## src/rtl/cnn_macros.svh

```systemverilog
`ifndef CNN_MACROS_SVH
`define CNN_MACROS_SVH

// Words per command, six 32-bit words give the 192-bit layout
`define CNN_CMD_WORDS 6
// Width of one command FIFO word
`define CNN_WORD_W 32
// Command count input and completion counter
`define CNN_CMD_CNT_W 7

// Opcode field at the bottom of the first word
`define CNN_OP_W 3
// Byte addresses for weights, samples and results
`define CNN_ADDR_W 32
// Signed sample and weight width
`define CNN_SAMPLE_W 8
// Window accumulator and final result widths
`define CNN_ACC_W 24
`define CNN_RES_W 16

`endif

```

## src/rtl/cnn_pkg.sv

```systemverilog
`include "cnn_macros.svh"

package cnn_pkg;

    // Operation codes carried in word 0 bits [2:0]
    typedef enum logic [`CNN_OP_W-1:0] {
        OP_IDLE      = 3'b000,
        OP_CONV_RELU = 3'b001,
        OP_MAX_POOL  = 3'b100,
        OP_AVG_POOL  = 3'b101
    } op_e;

    // Layer sequencer states
    typedef enum logic [2:0] {
        S_IDLE      = 3'd0,
        S_CMD_GET   = 3'd1,
        S_CMD_ISSUE = 3'd2,
        S_OP_RUN    = 3'd3,
        S_FINISH    = 3'd4
    } seq_state_e;

    // One decoded command, fields in FIFO word order
    typedef struct packed {
        op_e                    op;
        logic                   padding;
        logic [3:0]             stride;
        logic [7:0]             kernel;
        logic [15:0]            in_channel;
        logic [15:0]            out_channel;
        logic [7:0]             in_side;
        logic [7:0]             out_side;
        logic [`CNN_ADDR_W-1:0] weight_addr;
        logic [`CNN_ADDR_W-1:0] data_addr;
        logic [`CNN_ADDR_W-1:0] result_addr;
    } layer_cmd_t;

    // Raw window value handed from execute to result
    typedef struct packed {
        op_e                         op;
        logic signed [`CNN_ACC_W-1:0] acc;
        logic [7:0]                  kernel;
        logic [`CNN_ADDR_W-1:0]      result_addr;
    } engine_out_t;

    // Finalized output word and its write address
    typedef struct packed {
        logic signed [`CNN_RES_W-1:0] value;
        logic [`CNN_ADDR_W-1:0]       addr;
    } layer_result_t;

endpackage

```

## src/rtl/cmd_decode.sv

```systemverilog
`timescale 1ns/1ps
`include "cnn_macros.svh"

module cmd_decode (
    input  logic                      clk,
    input  logic                      rst,
    input  logic                      i_op_en,
    input  logic                      i_cmd_we,
    input  logic [`CNN_WORD_W-1:0]    i_cmd,
    input  logic [`CNN_CMD_CNT_W-1:0] i_cmd_count,
    input  logic                      i_engine_done,
    output logic                      o_cmd_rd_en,
    output cnn_pkg::layer_cmd_t       o_cmd,
    output logic                      o_engine_valid,
    output logic                      o_engine_clr,
    output logic                      o_irq
);

    localparam int WC_W = $clog2(`CNN_CMD_WORDS);

    cnn_pkg::seq_state_e       state;
    cnn_pkg::seq_state_e       next_state;
    logic [WC_W-1:0]           word_cnt;
    logic                      word_take;
    logic                      word_last;
    logic                      idle_done;
    logic                      op_done;
    logic [`CNN_CMD_CNT_W-1:0] done_cnt;
    logic [`CNN_CMD_CNT_W-1:0] done_next;

    // A FIFO word is consumed when the strobe meets the read level
    assign word_take = i_cmd_we && o_cmd_rd_en;
    assign word_last = (word_cnt == WC_W'(`CNN_CMD_WORDS - 1));
    // Completion comes from the engine, or from the local idle retire
    assign op_done   = (state == cnn_pkg::S_OP_RUN) && (i_engine_done || idle_done);
    assign done_next = done_cnt + 1'b1;

    always_ff @(posedge clk or posedge rst) begin
        if (rst) begin
            state <= cnn_pkg::S_IDLE;
        end else begin
            state <= next_state;
        end
    end

    always_comb begin
        next_state = state;
        case (state)
            cnn_pkg::S_IDLE: begin
                // Empty layer goes straight to the interrupt
                if (i_op_en) begin
                    next_state = (i_cmd_count == '0) ? cnn_pkg::S_FINISH : cnn_pkg::S_CMD_GET;
                end
            end
            cnn_pkg::S_CMD_GET: begin
                if (word_take && word_last) begin
                    next_state = cnn_pkg::S_CMD_ISSUE;
                end
            end
            cnn_pkg::S_CMD_ISSUE: begin
                next_state = cnn_pkg::S_OP_RUN;
            end
            cnn_pkg::S_OP_RUN: begin
                if (op_done) begin
                    next_state = (done_next == i_cmd_count) ? cnn_pkg::S_FINISH
                                                            : cnn_pkg::S_CMD_GET;
                end
            end
            cnn_pkg::S_FINISH: begin
                // Parked until reset
                next_state = cnn_pkg::S_FINISH;
            end
            default: begin
                next_state = cnn_pkg::S_IDLE;
            end
        endcase
    end

    // Split the six words into command fields
    always_ff @(posedge clk) begin
        if (word_take) begin
            case (word_cnt)
                0: begin
                    o_cmd.op      <= cnn_pkg::op_e'(i_cmd[2:0]);
                    o_cmd.padding <= i_cmd[4];
                    o_cmd.stride  <= i_cmd[11:8];
                    o_cmd.kernel  <= i_cmd[23:16];
                end
                1: begin
                    o_cmd.in_channel  <= i_cmd[15:0];
                    o_cmd.out_channel <= i_cmd[31:16];
                end
                2: begin
                    o_cmd.in_side  <= i_cmd[7:0];
                    o_cmd.out_side <= i_cmd[15:8];
                end
                3: o_cmd.weight_addr <= i_cmd;
                4: o_cmd.data_addr   <= i_cmd;
                5: o_cmd.result_addr <= i_cmd;
                default: ;
            endcase
        end
    end

    always_ff @(posedge clk or posedge rst) begin
        if (rst) begin
            word_cnt       <= '0;
            o_cmd_rd_en    <= 1'b0;
            o_engine_valid <= 1'b0;
            o_engine_clr   <= 1'b1;
            idle_done      <= 1'b0;
            done_cnt       <= '0;
            o_irq          <= 1'b0;
        end else begin
            // Read level follows the collect state, dropping with the last word
            o_cmd_rd_en <= (next_state == cnn_pkg::S_CMD_GET);
            if (next_state == cnn_pkg::S_FINISH) begin
                o_irq <= 1'b1;
            end
            case (state)
                cnn_pkg::S_CMD_GET: begin
                    o_engine_clr <= 1'b1;
                    if (word_take) begin
                        word_cnt <= word_last ? '0 : word_cnt + 1'b1;
                    end
                end
                cnn_pkg::S_CMD_ISSUE: begin
                    o_engine_clr <= 1'b0;
                    // Idle commands never reach the engine
                    if (o_cmd.op == cnn_pkg::OP_IDLE) begin
                        idle_done <= 1'b1;
                    end else begin
                        o_engine_valid <= 1'b1;
                    end
                end
                cnn_pkg::S_OP_RUN: begin
                    if (op_done) begin
                        o_engine_valid <= 1'b0;
                        idle_done      <= 1'b0;
                        done_cnt       <= done_next;
                    end
                end
                default: ;
            endcase
        end
    end

    // FIFO words only land while collecting
    a_word_in_get: assert property (@(posedge clk) disable iff (rst)
        word_take |-> state == cnn_pkg::S_CMD_GET);

    // The engine is never started for a no-op
    a_no_idle_issue: assert property (@(posedge clk) disable iff (rst)
        $rose(o_engine_valid) |-> o_cmd.op != cnn_pkg::OP_IDLE);

endmodule

```

## src/rtl/window_engine.sv

```systemverilog
`timescale 1ns/1ps
`include "cnn_macros.svh"

module window_engine (
    input  logic                           clk,
    input  logic                           rst,
    input  logic                           i_clr,
    input  logic                           i_start,
    input  cnn_pkg::layer_cmd_t            i_cmd,
    input  logic                           i_sample_we,
    input  logic signed [`CNN_SAMPLE_W-1:0] i_sample,
    input  logic signed [`CNN_SAMPLE_W-1:0] i_weight,
    output logic                           o_busy,
    output logic [`CNN_ADDR_W-1:0]         o_data_addr,
    output logic [`CNN_ADDR_W-1:0]         o_weight_addr,
    output logic                           o_done,
    output cnn_pkg::engine_out_t           o_out,
    output logic                           o_out_valid
);

    logic                          start_q;
    logic                          start_rise;
    logic                          first;
    logic [15:0]                   idx;
    logic [15:0]                   idx_next;
    logic [15:0]                   win_size;
    logic                          win_last;
    logic signed [`CNN_ACC_W-1:0]  acc;
    logic signed [`CNN_ACC_W-1:0]  acc_next;
    logic signed [`CNN_ACC_W-1:0]  sample_ext;
    logic signed [`CNN_ACC_W-1:0]  product;

    // Engine-valid is a level, so the command starts on its edge
    assign start_rise = i_start && !start_q;
    assign idx_next   = idx + 1'b1;
    assign win_last   = (idx_next == win_size);

    // Window addresses are linear offsets from the command bases
    assign o_data_addr   = i_cmd.data_addr + `CNN_ADDR_W'(idx);
    assign o_weight_addr = i_cmd.weight_addr + `CNN_ADDR_W'(idx);

    assign sample_ext = `CNN_ACC_W'(i_sample);
    assign product    = `CNN_ACC_W'(i_sample * i_weight);

    always_comb begin
        case (i_cmd.op)
            cnn_pkg::OP_CONV_RELU: acc_next = acc + product;
            cnn_pkg::OP_AVG_POOL:  acc_next = acc + sample_ext;
            // First sample seeds the max so all-negative windows work
            cnn_pkg::OP_MAX_POOL:  acc_next = (first || sample_ext > acc) ? sample_ext : acc;
            default:               acc_next = acc;
        endcase
    end

    always_ff @(posedge clk or posedge rst) begin
        if (rst) begin
            start_q     <= 1'b0;
            o_busy      <= 1'b0;
            first       <= 1'b0;
            idx         <= '0;
            o_done      <= 1'b0;
            o_out_valid <= 1'b0;
        end else if (i_clr) begin
            start_q     <= 1'b0;
            o_busy      <= 1'b0;
            first       <= 1'b0;
            idx         <= '0;
            o_done      <= 1'b0;
            o_out_valid <= 1'b0;
        end else begin
            start_q     <= i_start;
            o_done      <= 1'b0;
            o_out_valid <= 1'b0;
            if (start_rise) begin
                o_busy <= 1'b1;
                first  <= 1'b1;
                idx    <= '0;
            end else if (o_busy && i_sample_we) begin
                first <= 1'b0;
                idx   <= idx_next;
                // Last sample of the window ends the run
                if (win_last) begin
                    o_busy      <= 1'b0;
                    o_done      <= 1'b1;
                    o_out_valid <= 1'b1;
                end
            end
        end
    end

    // Accumulator and output word
    always_ff @(posedge clk) begin
        if (start_rise) begin
            win_size <= 16'(i_cmd.kernel * i_cmd.kernel);
            acc      <= '0;
        end else if (o_busy && i_sample_we) begin
            acc <= acc_next;
            if (win_last) begin
                o_out.op          <= i_cmd.op;
                o_out.acc         <= acc_next;
                o_out.kernel      <= i_cmd.kernel;
                o_out.result_addr <= i_cmd.result_addr;
            end
        end
    end

    // Sample memory only answers a running window
    a_sample_when_busy: assert property (@(posedge clk) disable iff (rst)
        i_sample_we |-> o_busy);

endmodule

```

## src/rtl/result_writer.sv

```systemverilog
`timescale 1ns/1ps
`include "cnn_macros.svh"

module result_writer (
    input  logic                   clk,
    input  logic                   rst,
    input  cnn_pkg::engine_out_t   i_in,
    input  logic                   i_in_valid,
    output cnn_pkg::layer_result_t o_result,
    output logic                   o_result_valid
);

    localparam logic signed [`CNN_ACC_W-1:0] RES_MAX = (2 ** (`CNN_RES_W - 1)) - 1;
    localparam logic signed [`CNN_ACC_W-1:0] RES_MIN = -(2 ** (`CNN_RES_W - 1));

    logic signed [`CNN_ACC_W-1:0] acc_in;
    logic signed [`CNN_ACC_W-1:0] fin;
    logic signed [`CNN_RES_W-1:0] sat;

    assign acc_in = i_in.acc;

    always_comb begin
        case (i_in.op)
            // ReLU
            cnn_pkg::OP_CONV_RELU: fin = (acc_in < 0) ? '0 : acc_in;
            // Divide by kernel squared, only powers of two supported
            cnn_pkg::OP_AVG_POOL: begin
                case (i_in.kernel)
                    8'd2:    fin = acc_in >>> 2;
                    8'd4:    fin = acc_in >>> 4;
                    default: fin = acc_in;
                endcase
            end
            default: fin = acc_in;
        endcase
    end

    // Clip to the signed result range
    always_comb begin
        if (fin > RES_MAX) begin
            sat = RES_MAX[`CNN_RES_W-1:0];
        end else if (fin < RES_MIN) begin
            sat = RES_MIN[`CNN_RES_W-1:0];
        end else begin
            sat = fin[`CNN_RES_W-1:0];
        end
    end

    always_ff @(posedge clk or posedge rst) begin
        if (rst) begin
            o_result_valid <= 1'b0;
        end else begin
            o_result_valid <= i_in_valid;
        end
    end

    always_ff @(posedge clk) begin
        if (i_in_valid) begin
            o_result.value <= sat;
            o_result.addr  <= i_in.result_addr;
        end
    end

    // Each command yields a single pulse, never back to back
    a_valid_pulse: assert property (@(posedge clk) disable iff (rst)
        o_result_valid |=> !o_result_valid);

endmodule

```

## src/rtl/cnn_layer_top.sv

```systemverilog
`timescale 1ns/1ps
`include "cnn_macros.svh"

module cnn_layer_top (
    input  logic                            clk,
    input  logic                            rst,
    input  logic                            i_op_en,
    input  logic                            i_cmd_we,
    input  logic [`CNN_WORD_W-1:0]          i_cmd,
    input  logic [`CNN_CMD_CNT_W-1:0]       i_cmd_count,
    input  logic                            i_sample_we,
    input  logic signed [`CNN_SAMPLE_W-1:0] i_sample,
    input  logic signed [`CNN_SAMPLE_W-1:0] i_weight,
    output logic                            o_cmd_rd_en,
    output logic [`CNN_ADDR_W-1:0]          o_data_addr,
    output logic [`CNN_ADDR_W-1:0]          o_weight_addr,
    output cnn_pkg::layer_result_t          o_result,
    output logic                            o_result_valid,
    output logic                            o_irq
);

    // Decode to execute
    cnn_pkg::layer_cmd_t  cmd;
    logic                 engine_valid;
    logic                 engine_clr;
    logic                 engine_done;
    // Execute to result
    cnn_pkg::engine_out_t engine_out;
    logic                 engine_out_valid;

    cmd_decode cmd_decode_i (
        .clk            (clk),
        .rst            (rst),
        .i_op_en        (i_op_en),
        .i_cmd_we       (i_cmd_we),
        .i_cmd          (i_cmd),
        .i_cmd_count    (i_cmd_count),
        .i_engine_done  (engine_done),
        .o_cmd_rd_en    (o_cmd_rd_en),
        .o_cmd          (cmd),
        .o_engine_valid (engine_valid),
        .o_engine_clr   (engine_clr),
        .o_irq          (o_irq)
    );

    // Busy only matters inside the engine
    window_engine window_engine_i (
        .clk           (clk),
        .rst           (rst),
        .i_clr         (engine_clr),
        .i_start       (engine_valid),
        .i_cmd         (cmd),
        .i_sample_we   (i_sample_we),
        .i_sample      (i_sample),
        .i_weight      (i_weight),
        .o_busy        (),
        .o_data_addr   (o_data_addr),
        .o_weight_addr (o_weight_addr),
        .o_done        (engine_done),
        .o_out         (engine_out),
        .o_out_valid   (engine_out_valid)
    );

    result_writer result_writer_i (
        .clk            (clk),
        .rst            (rst),
        .i_in           (engine_out),
        .i_in_valid     (engine_out_valid),
        .o_result       (o_result),
        .o_result_valid (o_result_valid)
    );

endmodule

```

## config.mk

```make
export PLATFORM = sky130hd
export DESIGN_NAME = cnn_layer_top
export DESIGN_NICKNAME = d
export VERILOG_FILES = /design/src/rtl/cnn_pkg.sv /design/src/rtl/cmd_decode.sv /design/src/rtl/window_engine.sv /design/src/rtl/result_writer.sv /design/src/rtl/cnn_layer_top.sv
export VERILOG_INCLUDE_DIRS = /design/src /design/src/rtl
export SDC_FILE = /design/constraint.sdc
export NUM_CORES = 1
export LEC_CHECK = 0
export BUFFER_PORTS_ARGS = -buffer_cell sky130_fd_sc_hd__clkbuf_2
export CAP_MARGIN = 20
export CORE_ASPECT_RATIO = 0.6
export CORE_UTILIZATION = 55
export CTS_CLUSTER_SIZE = 20
export DETAILED_ROUTE_END_ITERATION = 7
export PLACE_DENSITY_LB_ADDON = 0.15
export SYNTH_ARGS = -nofsm -noshare
export SYNTH_HDL_FRONTEND = slang
export SYNTH_SLANG_ARGS = --single-unit
```

## constraint.sdc

```tcl
create_clock -name clk -period 7.26 [get_ports clk]
set_input_delay 0.726 -clock clk [delete_from_list [all_inputs] [get_ports clk]]
set_output_delay 0.726 -clock clk [all_outputs]
set_load 0.05 [all_outputs]
```

==> summary.md <==
| Metric | Value |
|---|---|
| Total CTS buffers | `30` |
| Crit path launch type | `primary input` |
| Slew HR | `0.300` |
| Share of layout cells above drive strength 1 | `0.138` |
| Metal3 WL | `4.38 mm` |
| EDFF count, synth | `237` |
| Power Total | `a little over 7 mW` |
| Initial core utilization | `0.563` |
| Commonest non-fill, non-tap cell in the layout | `edfxtp_1` |
| Die area | `around 37000 um^2` |
| CTS Hold Bufs | `0` |
| Critical-path top delay cell | `fa_1` |
| Vias | `14835` |
| Port Buffers | `174` |
| DR vias/cell | `approximately 5.8` |
| FF-to-FF Start | `cmd_decode_i.o_cmd[146]` |
| Largest net degree at the start of global routing | `68` |
| Final Max Slew Viols | `0` |
| RSZ-0062 raised after global routing | `false` |
| Total GRT Usage | `0.261` |
| Clock transition at the registers of the reported paths | `around 0.06 ns` |
| CTS root buffer | `clkbuf_16` |
| Worst slack at placement | `-0.0747 ns` |
| Worst reg2reg path depth | `17` |
| Final critical-path required period | `6.85 ns` |
| Gate count after technology mapping | `1885` |
| Die W | `247 um` |
| Crit path arrival time | `about 7.2 ns` |
| Final GP Congestion | `between 0.9 and 1` |
| FILL cells | `2858` |
| Type of the most critical hold path | `in -> async` |
| Met1 wire length | `around 24 mm` |
| Status | `finished with violations` |
| Synth Net Count | `roughly 2200` |
| Yosys reg bits | `300` |
| Register area share after synthesis | `0.433` |
| Post-Route WL | `47.7 mm` |
| R2R setup slack | `roughly 2.2 ns` |
| Total global routing overflow | `0` |
| Final Hold Violating Endpoints | `0` |
| Final core utilization | `0.635` |
| DP Area | `21300 um^2` |
| CP endpoint kind | `flop` |
| Post CTS Setup Buffer Count | `0` |
| Buf+Inv Stages, Crit Path | `4` |
| # IOs | `~180` |
| Clock Latency Late Sink | `0.59 ns` |
| WP data required | `7.57 ns` |
| Nets | `2358` |
| CTS max path bufs | `3` |
| Final setup margin | `0.411 ns` |
| H-tree level count | `1` |
| Antenna Cells | `0` |
| Wire per inst | `18.6 um` |
| Pleak | `roughly 9.6 nW` |
| Fin Hold WS | `0.278 ns` |
| Final std cells w/o fill | `about 2600` |
| Design area | `22400 um^2` |
| CTS resizes | `0` |
| FMAX | `about 150 MHz` |
| Residual DRC | `18` |
| Router iterations before antenna repair | `8` |
| Power per Cell Area | `321 nW/um^2` |
| Async S/R FF share, synth | `0.130` |
| First-pass GRT wire length | `75.1 mm` |
| Synth Warn # | `0` |
| Clk_skew | `0.0406 ns` |
| CTS Sinks | `300` |
| CP delay by family, top | `adder cells` |
| R2r endpoint | `window_engine_i.win_size[15]` |
| CTS tree | `yes` |
| Die Y | `149 um` |
| Iter 0 DRT Violations | `1489` |
| Top Metal Used | `met4` |
| Worst path max stage delay | `0.54 ns` |
| Slew @ Worst Pin | `1.05 ns` |
| Max_cap viols | `0` |
| Top FF cell, synth | `edfxtp_1` |
| Most common cell on crit path | `ha_1` |
| Final HPWL DP | `36.1 mm` |
| Post-route ant nets | `0` |
| Synthesized area | `~20000 um^2` |
| Vias in the first global route | `~14000` |
| Avg Inst Size Synth | `10.5 um^2` |
| Violated checks | `DRC` |
| FP Rows | `53` |
| Setup tns final | `0 ns` |
| DR WL met2 | `about 19 mm` |
| Placed insts | `~2500` |
| Crit Path Class | `in -> reg` |
| CORE AREA | `35200 um^2` |
| Final setup vio count | `0` |
| Antenna violations before repair | `0` |
| Final worst path period share | `0.943` |
| Max VDD drop | `222 uV` |
| Syn-to-layout area delta | `12.8%` |
| Most frequent cells in the layout | `edfxtp_1 (237), inv_1 (185), clkbuf_2 (174)` |
| Max FO, Critical Path | `7` |
| Synth cell types | `81` |
## cell usage after synthesis (all sizes together) (11+ instances only)
library cell,n,area (um^2)
xnor2,100,876
nor2,143,544
a21oi,99,495
and3,15,93.8
nand2,150,563
nand2b,21,131
a211oi,27,215
or3,11,68.8
a22oi,15,113
o21a,12,90.1
a31oi,11,68.8
a221o,22,231
edfxtp,237,7120
nand3,36,180
o21ai,98,498
inv,186,698
clkbuf,44,165
fa,83,1660
and2,73,457
ha,144,1800
nor2b,27,169
nor3,33,181
a21o,36,270
xor2,43,377
dfrtp,38,951
nand4,11,68.8
o211a,15,150
o21bai,11,86.3
dfxtp,24,480
## cell families (layout without fill, tap and decap cells)
logic type	Yosys count	count (layout)	share of synthesized area
AND/OR/NAND/NOR	554	554	0.137
adder cells (fa/ha/maj)	228	228	0.175
XOR/XNOR	143	143	0.0632
AO/OA/AOI/OAI	416	416	0.142
buffers and inverters	238	448	0.0466
multiplexers	6	6	0.00335
flip-flops	300	300	0.433
## metal layers
metal  global-route usage  vias up
li1                     -     7058
met1                0.424     7155
met2                0.357      575
met3               0.0563       47
met4               0.0373        0
met5                    0        -
## registers in the layout, summed over array words and instances, names as in the netlist, 3 cells and up
register	count
cmd_decode_i.o_cmd	107
window_engine_i.o_out	67
window_engine_i.win_size	15
cmd_decode_i.done_cnt	7
cmd_decode_i.word_cnt	3
window_engine_i.idx	16
window_engine_i.acc	24
result_writer_i.o_result	48
cmd_decode_i.state	3
## area by class of cell
type	instances	area, um^2	area share
multi-input cells	1347	10300	0.463
flip-flops and latches	300	8580	0.384
repair buffers	206	1130	0.0505
clock buffers	39	785	0.0351
inverters	186	698	0.0312
well taps	467	584	0.0261
clock inverters	17	234	0.0105
## how the worst max path moves through the flow
| stage | startpoint | end | slack, ns | cells past startpoint |
|---|---|---|---|---|
| floorplan | i_sample[7] | window_engine_i.o_out[62] | 0.08 | 24 |
| global placement | i_sample[3] | window_engine_i.o_out[63] | 0.12 | 29 |
| detailed placement | i_sample[3] | window_engine_i.o_out[62] | -0.07 | 28 |
| CTS | i_sample[3] | window_engine_i.o_out[62] | 0.51 | 28 |
| global route | i_sample[3] | window_engine_i.o_out[62] | 0.003 | 28 |
| finish | i_sample[3] | window_engine_i.o_out[62] | 0.41 | 28 |
## worst min-delay path, stage by stage
cell	delay, ns
clkbuf_2	0.08
clkinv_1	0.03
buf_4	0.46
## power by group
group / internal [mW] / leakage, nW / switching (mW)
logic: 1.37 / 6.26 / 1.97
registers: 2.09 / 2.87 / 0.125
clock network: 0.945 / 0.485 / 0.681
total: 4.40 / 9.61 / 2.78
(Power assumes the default switching activity.)
